### src/logic/branch_pkg.sv
// Shared widths, configuration address map and the structs and union
// used across the multi-way branch unit

`default_nettype none

package branch_pkg;

    localparam int WORD_WIDTH       = 32;
    localparam int PC_WIDTH         = 10;
    localparam int BRANCH_COUNT     = 2;
    localparam int GROUP_WIDTH      = 4;

    // Configuration address is {branch index, offset}
    localparam int CFG_ADDR_WIDTH   = 4;
    localparam int CFG_OFFSET_WIDTH = 3;
    localparam int CFG_BRANCH_WIDTH = CFG_ADDR_WIDTH - CFG_OFFSET_WIDTH;

    localparam logic [CFG_OFFSET_WIDTH-1:0] CFG_S1_VALUE = 3'd0;
    localparam logic [CFG_OFFSET_WIDTH-1:0] CFG_S1_MASK  = 3'd1;
    localparam logic [CFG_OFFSET_WIDTH-1:0] CFG_S2_VALUE = 3'd2;
    localparam logic [CFG_OFFSET_WIDTH-1:0] CFG_S2_MASK  = 3'd3;
    localparam logic [CFG_OFFSET_WIDTH-1:0] CFG_DETECTOR = 3'd4;
    localparam logic [CFG_OFFSET_WIDTH-1:0] CFG_COUNTER  = 3'd5;

    // Flags of the previous instruction, already aligned by the pipeline
    typedef struct packed {
        logic negative;
        logic carryout;
        logic lessthan;
        logic external_a;
        logic external_b;
    } branch_flags_t;

    typedef struct packed {
        logic [PC_WIDTH-1:0] origin;
        logic [PC_WIDTH-1:0] destination;
        logic                predict_enable;
        logic                predict_taken;
        logic [1:0]          a_select;
        logic [1:0]          b_select;
        // Truth table, indexed by {a, b}
        logic [3:0]          ab_operator;
    } branch_detector_cfg_t;

    // One write word, seen raw or as a detector setting
    typedef union packed {
        logic [WORD_WIDTH-1:0] raw;
        struct packed {
            logic [1:0]           spare;
            branch_detector_cfg_t detector;
        } setting;
    } branch_cfg_word_u;

    typedef struct packed {
        logic [WORD_WIDTH-1:0] value;
        logic [WORD_WIDTH-1:0] mask;
    } branch_sentinel_t;

    typedef struct packed {
        branch_sentinel_t      sentinel_1;
        branch_sentinel_t      sentinel_2;
        branch_detector_cfg_t  detector;
        logic                  counter_load;
        logic [WORD_WIDTH-1:0] counter_value;
    } branch_setup_t;

    typedef struct packed {
        logic                reached;
        logic                jump;
        logic                cancel;
        logic [PC_WIDTH-1:0] destination;
    } branch_decision_t;

endpackage

`default_nettype wire

### src/logic/branch_config_regs.sv
// Configuration register block: write decode, sentinel and detector
// storage, and counter load pulses for every branch module

`timescale 1ns/100ps
`default_nettype none

module branch_config_regs (
    input  logic                                clock,
    input  logic                                rst_n,
    input  logic                                cfg_wren,
    input  logic [branch_pkg::CFG_ADDR_WIDTH-1:0] cfg_addr,
    input  logic [branch_pkg::WORD_WIDTH-1:0]   cfg_data,
    output branch_pkg::branch_setup_t           setup [branch_pkg::BRANCH_COUNT]
);

    import branch_pkg::*;

    logic [CFG_BRANCH_WIDTH-1:0] cfg_branch;
    logic [CFG_OFFSET_WIDTH-1:0] cfg_offset;
    branch_cfg_word_u            cfg_word;

    // ----------------------------------------------------------
    // Address split and word view
    // ----------------------------------------------------------

    assign cfg_branch = cfg_addr[CFG_ADDR_WIDTH-1:CFG_OFFSET_WIDTH];
    assign cfg_offset = cfg_addr[CFG_OFFSET_WIDTH-1:0];
    assign cfg_word   = cfg_data;

    // ----------------------------------------------------------
    // Per-branch registers
    // ----------------------------------------------------------

    for (genvar b = 0; b < BRANCH_COUNT; b++) begin : g_branch

        logic branch_wren;

        assign branch_wren = cfg_wren && (cfg_branch == CFG_BRANCH_WIDTH'(b));

        always_ff @(posedge clock or negedge rst_n) begin
            if (!rst_n) begin
                setup[b] <= '0;
            end else begin
                // Load strobe lasts a single cycle
                setup[b].counter_load <= 1'b0;
                if (branch_wren) begin
                    case (cfg_offset)
                        CFG_S1_VALUE: begin
                            setup[b].sentinel_1.value <= cfg_word.raw;
                        end
                        CFG_S1_MASK: begin
                            setup[b].sentinel_1.mask <= cfg_word.raw;
                        end
                        CFG_S2_VALUE: begin
                            setup[b].sentinel_2.value <= cfg_word.raw;
                        end
                        CFG_S2_MASK: begin
                            setup[b].sentinel_2.mask <= cfg_word.raw;
                        end
                        CFG_DETECTOR: begin
                            // Upper two bits of the word are spare
                            setup[b].detector <= cfg_word.setting.detector;
                        end
                        CFG_COUNTER: begin
                            setup[b].counter_load  <= 1'b1;
                            setup[b].counter_value <= cfg_word.raw;
                        end
                        default: begin
                            // Unmapped offsets are ignored
                        end
                    endcase
                end
            end
        end

    end

endmodule

`default_nettype wire

### src/logic/branch_detector.sv
// Branch detector: origin compare, flag selection, condition table
// and the prediction and cancel rule

`timescale 1ns/100ps
`default_nettype none

module branch_detector (
    input  logic [branch_pkg::PC_WIDTH-1:0]    pc,
    input  logic                               io_ready,
    input  logic [branch_pkg::GROUP_WIDTH-1:0] group_a,
    input  logic [branch_pkg::GROUP_WIDTH-1:0] group_b,
    input  branch_pkg::branch_detector_cfg_t   cfg,
    output logic                               reached,
    output branch_pkg::branch_decision_t       decision
);

    logic flag_a;
    logic flag_b;
    logic condition;

    // ----------------------------------------------------------
    // Origin compare
    // ----------------------------------------------------------

    // An instruction annulled by I/O never reaches the branch
    assign reached = io_ready && (pc == cfg.origin);

    // ----------------------------------------------------------
    // Condition
    // ----------------------------------------------------------

    assign flag_a = group_a[cfg.a_select];
    assign flag_b = group_b[cfg.b_select];

    // a forms the upper index bit
    assign condition = cfg.ab_operator[{flag_a, flag_b}];

    // ----------------------------------------------------------
    // Jump and cancel
    // ----------------------------------------------------------

    always_comb begin
        decision.reached     = reached;
        decision.destination = cfg.destination;
        if (cfg.predict_enable) begin
            // Jump early on the guess, cancel if the guess was wrong
            decision.jump   = reached && cfg.predict_taken;
            decision.cancel = reached && (condition != cfg.predict_taken);
        end else begin
            decision.jump   = reached && condition;
            decision.cancel = 1'b0;
        end
    end

endmodule

`default_nettype wire

### src/logic/branch_counter.sv
// Loadable loop counter, decremented on reached branches

`timescale 1ns/100ps
`default_nettype none

module branch_counter (
    input  logic                            clock,
    input  logic                            rst_n,
    input  logic                            reached,
    input  logic                            load,
    input  logic [branch_pkg::WORD_WIDTH-1:0] load_value,
    output logic                            running
);

    import branch_pkg::*;

    logic [WORD_WIDTH-1:0] count;

    // Condition sees the count as it was before this edge
    assign running = (count != '0);

    always_ff @(posedge clock or negedge rst_n) begin
        if (!rst_n) begin
            count <= '0;
        end else if (load) begin
            count <= load_value;
        end else if (reached && running) begin
            count <= count - 1'b1;
        end
    end

endmodule

`default_nettype wire

### src/logic/branch_module.sv
// One parallel branch: sentinel compares, flag groups, detector
// and loop counter

`timescale 1ns/100ps
`default_nettype none

module branch_module (
    input  logic                            clock,
    input  logic                            rst_n,
    input  logic [branch_pkg::PC_WIDTH-1:0] pc,
    input  logic                            io_ready,
    input  branch_pkg::branch_flags_t       flags_previous,
    input  logic [branch_pkg::WORD_WIDTH-1:0] result_previous,
    input  branch_pkg::branch_setup_t       setup,
    output branch_pkg::branch_decision_t    decision
);

    import branch_pkg::*;

    logic                   s1_match;
    logic                   s2_match;
    logic                   running;
    logic                   reached;
    logic [GROUP_WIDTH-1:0] group_a;
    logic [GROUP_WIDTH-1:0] group_b;

    // ----------------------------------------------------------
    // Sentinels
    // ----------------------------------------------------------

    // Mask bits set to 1 are don't-care
    assign s1_match = ((result_previous ^ setup.sentinel_1.value)
                       & ~setup.sentinel_1.mask) == '0;
    assign s2_match = ((result_previous ^ setup.sentinel_2.value)
                       & ~setup.sentinel_2.mask) == '0;

    // ----------------------------------------------------------
    // Flag groups, select 0 at bit 0
    // ----------------------------------------------------------

    assign group_a = {flags_previous.external_a, s1_match,
                      flags_previous.carryout, flags_previous.negative};
    assign group_b = {flags_previous.external_b, s2_match,
                      running, flags_previous.lessthan};

    branch_detector u_detector (
        .pc       (pc),
        .io_ready (io_ready),
        .group_a  (group_a),
        .group_b  (group_b),
        .cfg      (setup.detector),
        .reached  (reached),
        .decision (decision)
    );

    branch_counter u_counter (
        .clock      (clock),
        .rst_n      (rst_n),
        .reached    (reached),
        .load       (setup.counter_load),
        .load_value (setup.counter_value),
        .running    (running)
    );

endmodule

`default_nettype wire

### src/logic/branch_arbiter.sv
// Fixed-priority merge of branch decisions into registered outputs

`timescale 1ns/100ps
`default_nettype none

module branch_arbiter (
    input  logic                            clock,
    input  logic                            rst_n,
    input  branch_pkg::branch_decision_t    decision [branch_pkg::BRANCH_COUNT],
    output logic                            jump,
    output logic [branch_pkg::PC_WIDTH-1:0] destination,
    output logic                            cancel
);

    import branch_pkg::*;

    branch_decision_t selected;

    // Walk downwards so the lowest reached index wins
    always_comb begin
        selected = '0;
        for (int i = BRANCH_COUNT - 1; i >= 0; i--) begin
            if (decision[i].reached) begin
                selected = decision[i];
            end
        end
    end

    always_ff @(posedge clock or negedge rst_n) begin
        if (!rst_n) begin
            jump        <= 1'b0;
            cancel      <= 1'b0;
            destination <= '0;
        end else begin
            jump        <= selected.jump;
            cancel      <= selected.cancel;
            destination <= selected.destination;
        end
    end

endmodule

`default_nettype wire

### src/logic/branch_unit.sv
// Branch unit top: register block, two branch modules and arbiter

`timescale 1ns/100ps
`default_nettype none

module branch_unit (
    input  logic                                  clock,
    input  logic                                  rst_n,
    input  logic [branch_pkg::PC_WIDTH-1:0]       pc,
    input  logic                                  io_ready,
    input  branch_pkg::branch_flags_t             flags_previous,
    input  logic [branch_pkg::WORD_WIDTH-1:0]     result_previous,
    input  logic                                  cfg_wren,
    input  logic [branch_pkg::CFG_ADDR_WIDTH-1:0] cfg_addr,
    input  logic [branch_pkg::WORD_WIDTH-1:0]     cfg_data,
    output logic                                  jump,
    output logic [branch_pkg::PC_WIDTH-1:0]       destination,
    output logic                                  cancel
);

    import branch_pkg::*;

    branch_setup_t    setup    [BRANCH_COUNT];
    branch_decision_t decision [BRANCH_COUNT];

    // ----------------------------------------------------------
    // Configuration
    // ----------------------------------------------------------

    branch_config_regs u_config_regs (
        .clock    (clock),
        .rst_n    (rst_n),
        .cfg_wren (cfg_wren),
        .cfg_addr (cfg_addr),
        .cfg_data (cfg_data),
        .setup    (setup)
    );

    // ----------------------------------------------------------
    // Parallel branches
    // ----------------------------------------------------------

    branch_module u_branch_0 (
        .clock           (clock),
        .rst_n           (rst_n),
        .pc              (pc),
        .io_ready        (io_ready),
        .flags_previous  (flags_previous),
        .result_previous (result_previous),
        .setup           (setup[0]),
        .decision        (decision[0])
    );

    branch_module u_branch_1 (
        .clock           (clock),
        .rst_n           (rst_n),
        .pc              (pc),
        .io_ready        (io_ready),
        .flags_previous  (flags_previous),
        .result_previous (result_previous),
        .setup           (setup[1]),
        .decision        (decision[1])
    );

    // Branch 0 has priority
    branch_arbiter u_arbiter (
        .clock       (clock),
        .rst_n       (rst_n),
        .decision    (decision),
        .jump        (jump),
        .destination (destination),
        .cancel      (cancel)
    );

endmodule

`default_nettype wire

### config.mk
export PLATFORM = sky130hd
export DESIGN_NAME = branch_unit
export DESIGN_NICKNAME = d
export VERILOG_FILES = /design/src/logic/branch_pkg.sv /design/src/logic/branch_config_regs.sv /design/src/logic/branch_detector.sv /design/src/logic/branch_counter.sv /design/src/logic/branch_module.sv /design/src/logic/branch_arbiter.sv /design/src/logic/branch_unit.sv
export SDC_FILE = /design/constraint.sdc
export NUM_CORES = 1
export LEC_CHECK = 0
export BUFFER_PORTS_ARGS = -buffer_cell sky130_fd_sc_hd__buf_4
export CORE_UTILIZATION = 35
export DETAILED_ROUTE_END_ITERATION = 8
export HOLD_SLACK_MARGIN = 0.08
export PLACE_DENSITY = 0.5
export SKIP_LAST_GASP = 1
export SLEW_MARGIN = 25
export SYNTH_ARGS = -nofsm -noshare
export SYNTH_HDL_FRONTEND = slang
export SYNTH_SLANG_ARGS = --single-unit
### constraint.sdc
create_clock -name clock -period 3.3 [get_ports clock]
set_clock_uncertainty 0.1 [all_clocks]
set_input_delay 0.495 -clock clock [delete_from_list [all_inputs] [get_ports clock]]
set_output_delay 0.495 -clock clock [all_outputs]
set_load 0.005 [all_outputs]
* Yosys cells after proc, flatten, opt, wreduce, memory -nomap -nowiden
Cells that the tools add are included.
** Cells by class
- Add/sub/neg operators :: 2
- Magnitude comparators :: 6
- Eq/ne operators :: 9
- Multiplexer cells :: 24
- Bitwise logic cells :: 13
- Reduce and logical (&&, ||, !) cells :: 33
** Operators with widths (count)
- $mux W33 :: 4
- $and A32 B32 Y32 :: 4
- $logic_not A32 Y1 :: 4
- $mux W32 :: 4
- $not A32 Y32 :: 4
- $xor A32 B32 Y32 :: 4
- $reduce_bool A32 Y1 :: 2
- $sub A32 B1 Y32 const B :: 2
- $mux W12 :: 2
- $reduce_and A2 Y1 :: 12
- $eq A10 B10 Y1 :: 2
- $lt A2 B3 Y1 const B :: 6
- $bmux W1 S2 :: 6
- $logic_and A1 B1 Y1 :: 12
- $eq A3 B2 Y1 const B :: 2
- $eq A3 B3 Y1 const B :: 2
- $mux W1 :: 6
- $mux W2 :: 2
- $reduce_bool A2 Y1 :: 2
- $eq A3 B1 Y1 const B :: 1
- $logic_not A3 Y1 :: 1
- $ne A1 B1 Y1 :: 2
- $not A1 Y1 :: 1
** Word-level totals
- Bits in registers :: 458
- Input port bits :: 87
- Output and inout bits :: 12
- Logic and storage cells :: 118

* Logic depth before layout (Yosys ltp)
- Depth in word-level cells :: 12
- Gate-level depth with buffers :: 12
- Gate-level depth less buffers :: 11

* Cells and area by module
A second synthesis with hierarchy kept.
** Second synthesis, totals
- Cells, all modules :: 1640
- Area total of the unflattened synthesis :: 21326.7 µm²
** By module, submodules not included
- branch_config_regs :: times used 1, cells an instance 852, area an instance 14426.3 µm², sequential area each 9559.2 µm²
- branch_counter (u_branch_0.u_counter) :: times used 1, cells an instance 230, area an instance 2068.2 µm², sequential area each 800.8 µm²
- branch_counter (u_branch_1.u_counter) :: times used 1, cells an instance 241, area an instance 2053.2 µm², sequential area each 800.8 µm²
- branch_module :: times used 2, cells an instance 106, area an instance 828.3 µm², sequential area each 0.0 µm²
- branch_detector :: times used 2, cells an instance 38, area an instance 344.1 µm², sequential area each 0.0 µm²
- branch_arbiter :: times used 1, cells an instance 29, area an instance 434.2 µm², sequential area each 300.3 µm²

* Worst setup path after synthesis
OpenSTA, ideal clock, no wires.
- Kind :: register to register
- From :: reg u_branch_0.u_counter.count[9]
- To :: reg u_branch_0.u_counter.count[23]
- Setup time :: 134 ps
- Arrival time :: 2765 ps
- Path slack :: 301 ps
- Cell stages (with the launch flop) :: 10
- Buffers on the path :: 0
- Clock period less this slack :: 2999 ps
- Cell sequence :: dfrtp_1 -> or4_4 -> or4_4 -> or4_4 -> o2111ai_1 -> nor2_1 -> nand2_1 -> nor4_1 -> xnor2_1 -> o21ai_0
** On the way
- Cells in the longest elaborated chain, start to end :: 3
- Elaborated cells on any way between the ends :: 6
- Classes of those cells :: add/sub (1); mux (2); reduce/logical (3)
** RTL lines
- start: declaration :: line branch_counter.sv:17 : logic [WORD_WIDTH-1:0] count;
- start signal: assignment :: line branch_counter.sv:26 : count <= load_value;
- start signal: assignment :: line branch_counter.sv:28 : count <= count - 1'b1;
- $sub A32 B1 Y32 / $reduce_bool A32 Y1 (equally long branches) :: line branch_counter.sv:28, branch_counter.sv:20
- $mux W32 / $logic_and A1 B1 Y1 (equally long branches) :: line branch_counter.sv:27 : end else if (reached && running) begin
- $mux W32 / $reduce_bool A2 Y1 (equally long branches)
Parallel ways exist; a longest one is shown, timed or not. The select of a mux whose other input is x is not followed.
A chain may end at the register's enable or synchronous reset.

==> results.sh <==
export IMPL_ir_drop_v=0.0004153
export IMPL_fin_ws_ns=0.1332
export IMPL_num_vias=12950
export IMPL_worstPathRequired_ns=3.67
export IMPL_ff2ff_setup_slack_ns=0.13
export IMPL_grt_usage_pct=19.67
export IMPL_place_hpwl_um=37790
export IMPL_synthesis_nets=1763
export IMPL_max_freq_mhz=315.8
export IMPL_path_max_fanout=4
export IMPL_cts_buffers=52
export IMPL_grt_pass1_wl_um=86900
export IMPL_syn_area_per_cell_um2=12.19
export IMPL_core_region_area_um2=57590
export IMPL_cts_tree="yes"
export IMPL_worst_pin_slew_ns=0.9385
export IMPL_crit_type="reg -> reg"
export IMPL_endpoint="u_arbiter.cancel"
export IMPL_end_kind="flop"
export IMPL_drt_drc_violations_left=0
export IMPL_ys_seq_area_share_pct=56.19
export IMPL_gp_congestion=0.7934
export IMPL_rsz0062_at_grt="yes"
export IMPL_io_pins=99
export IMPL_drive_gt1_share_pct=33.72
export IMPL_clk_latency_ns=0.60
export IMPL_cts_max_path_buffers=3
export IMPL_final_nets=1853
export IMPL_rows=88
export IMPL_htreeDepth=2
export IMPL_grt_pass1_vias=13520
export IMPL_dieArea_um2=59250
export IMPL_status="completed"
export IMPL_fp_dieW_um=243.4
export IMPL_whs_ns=0.1199
export IMPL_async_reset_ff_share_pct=100.0
export IMPL_cellPowerDensity_nw_per_um2=696.8
export IMPL_netlist_area_um2=20400
export IMPL_final_antenna_net_count=0
export IMPL_grt_max_degree=81
export IMPL_clock_sinks=458
export IMPL_overflow=0
export IMPL_initial_core_util_pct=35.42
export IMPL_root_buffer="clkbuf_16"
export IMPL_synth_edf_count=0
export IMPL_total_power_mw=16.72
export IMPL_via_per_inst=5.031
export IMPL_synthToLayoutAreaGrowth_pct=17.63
export IMPL_slew_viol_final=0
export IMPL_syn_inst=1674
export IMPL_fillers=5468
export IMPL_post_drt_wl_per_cell_um=22.18
export IMPL_yosysWarnings=0
export IMPL_hold_viol=0
export IMPL_cp_arrival_ns=3.54
export IMPL_first_pass_iters=4
export IMPL_crit_start="u_branch_0.u_counter.count[9]"
export IMPL_fin_cells=2573
export IMPL_relSlewSlack_pct=37.25
export IMPL_cap_violations=0
export IMPL_io_buffer_count=98
export IMPL_period_minus_slack_ns=3.167
export IMPL_pre_cts_ws_ns=-0.003484
export IMPL_register_area_um2=11460
export IMPL_p_leak_nw=10.06
export IMPL_routed_wl_um=57060
export IMPL_dpl_cell_count=2470
export IMPL_path_clk_slew_ns=0.06
export IMPL_r2r_cells=9
export IMPL_fin_crit_sh_pct=95.96
export IMPL_antenna_found_initial=5
export IMPL_min_path_type="in -> reg"
export IMPL_setup_viol=0
export IMPL_fp_dieH_um=243.4
export IMPL_drt_iter0_drc=589
export IMPL_multi_input_area_um2=8487
export IMPL_timing_rr_end="u_arbiter.cancel"
export IMPL_start_kind="flop"
export IMPL_reg2reg_from="u_branch_0.u_counter.count[9]"
export IMPL_synthFlopType="dfrtp_1"
export IMPL_synth_distinct_cells=38
export IMPL_ys_ff_latch=458
report_power, final:
part	switching, mW	internal, mW
Combinational	1.37	1.66
Clock	2.35	3.58
Sequential	0.851	6.91
Yosys cell counts, types with 2 or more instances:
cell,instances,area share (%)
xnor2_1,192,8.2
nand4_1,12,0.37
nor2b_1,7,0.21
buf_1,18,0.33
a21oi_1,4,0.098
nor2_1,41,0.75
or4_4,3,0.17
nor4_1,31,0.95
xor2_1,19,0.82
o2111ai_1,5,0.21
mux2_2,348,19
or3_1,3,0.092
o21ai_0,74,1.8
nand3_1,8,0.20
nand2b_1,6,0.18
nor3b_1,5,0.18
ha_1,2,0.12
mux2i_1,9,0.44
nor3_1,25,0.61
o22ai_1,61,1.9
or2_2,2,0.061
a22o_1,4,0.17
or4_1,4,0.15
nand2_1,199,3.7
inv_1,9,0.17
nand3b_1,9,0.33
clkbuf_1,106,2.0
dfrtp_1,458,56
kinds of logic (layout without fill, tap and decap cells):
logic type      after synthesis  count (layout)  synth area share (%)
other cells                   0               2                     0
buf+inv                     134             266                 2.472
simple gates                360             360                 8.152
xor+xnor                    211             211                 9.060
flops                       458             458                 56.19
compound gates              152             152                 4.355
mux                         357             357                 19.65
fa+ha+maj                     2               2                0.1227
through the flow:
step	cell area, um2	util [%]	setup TNS [ns]
final	24000	41.67	0
after global routing	23990	41.66	-0.006656
after CTS	23960	41.60	0
after detailed placement	22190	38.53	-0.003484
after global placement	22190	38.53	-0.03988
after floorplan	20400	-	0
final cells by class:
| cell class | count | share of cell area, % |
|---|---|---|
| Tap cell | 765 | 3.989 |
| Inverter | 9 | 0.1408 |
| Antenna cell | 2 | 0.02086 |
| Sequential cell | 458 | 47.76 |
| Clock buffer | 82 | 6.570 |
| Multi-Input combinational cell | 1082 | 35.37 |
| Clock inverter | 14 | 0.7561 |
| Timing Repair Buffer | 161 | 5.392 |
repair_timing:
action                                 in CTS  in global routing
hold buffers                                1                  0
endpoints found under the hold margin      66                  0
resized for setup                           0                  1
setup buffers                               0                  4
setup endpoints to repair                   0                  3
flip-flops by register name, summed over array words and instances, names as in the netlist:
signal                      cells
u_arbiter.jump                  1
u_branch_1.u_counter.count     32
u_arbiter.cancel                1
u_arbiter.destination          10
u_config_regs.setup           382
u_branch_0.u_counter.count     32
worst min-delay path by stage:
stage / from / endpoint / slack [ns] / cells after the start
global placement: u_config_regs.setup[6] / u_config_regs.setup[6] / 0.36 / 2
global route: cfg_data[6] / u_config_regs.setup[6] / 0.12 / 3
floorplan: rst_n / u_arbiter.cancel / 0.1 / 0
detailed placement: u_config_regs.setup[14] / u_config_regs.setup[14] / 0.36 / 2
finish: cfg_data[6] / u_config_regs.setup[6] / 0.12 / 3
CTS: cfg_data[4] / u_config_regs.setup[4] / 0.09 / 3
critical path: stages (launching register included):
cell and delay, ns:
dfrtp_1 0.40, or4_4 0.57, or4_4 0.50, or4_4 0.44
or2_4 0.29, o211ai_2 0.18, nand3_2 0.13, mux2i_1 0.20
xnor2_1 0.14, o22ai_1 0.11
placed cells by master, fill, tap and decap left out, types with 3 or more instances in the layout:
cell	netlist	layout
a21oi_1	4	4
a22o_1	4	4
buf_12	0	6
buf_4	0	153
bufinv_16	0	4
clkbuf_1	106	16
clkbuf_16	0	54
clkbuf_8	0	12
clkinv_2	0	9
dfrtp_1	458	458
inv_1	9	8
mux2_2	348	348
mux2i_1	9	9
nand2_1	199	196
nand2_2	0	3
nand2b_1	6	5
nand3_1	8	8
nand3b_1	9	9
nand4_1	12	12
nor2_1	41	39
nor2b_1	7	6
nor3_1	25	23
nor3b_1	5	4
nor4_1	31	30
o2111ai_1	5	5
o21ai_0	74	74
o22ai_1	61	61
or3_1	3	3
or4_1	4	4
or4_4	3	3
xnor2_1	192	192
xor2_1	19	19
layer usage:
layer  part of all wire [%]  up-vias  wire length (um)  global-route usage, %
met4                    2.7        0              1549                  6.252
met5                      0        -                 0                      0
li1                       -     5962                 -                      -
met3                    3.4       88              1921                  2.765
met1                     45     6696             25850                  26.13
met2                     49      200             27730                  33.03
(Power assumes the default switching activity.)
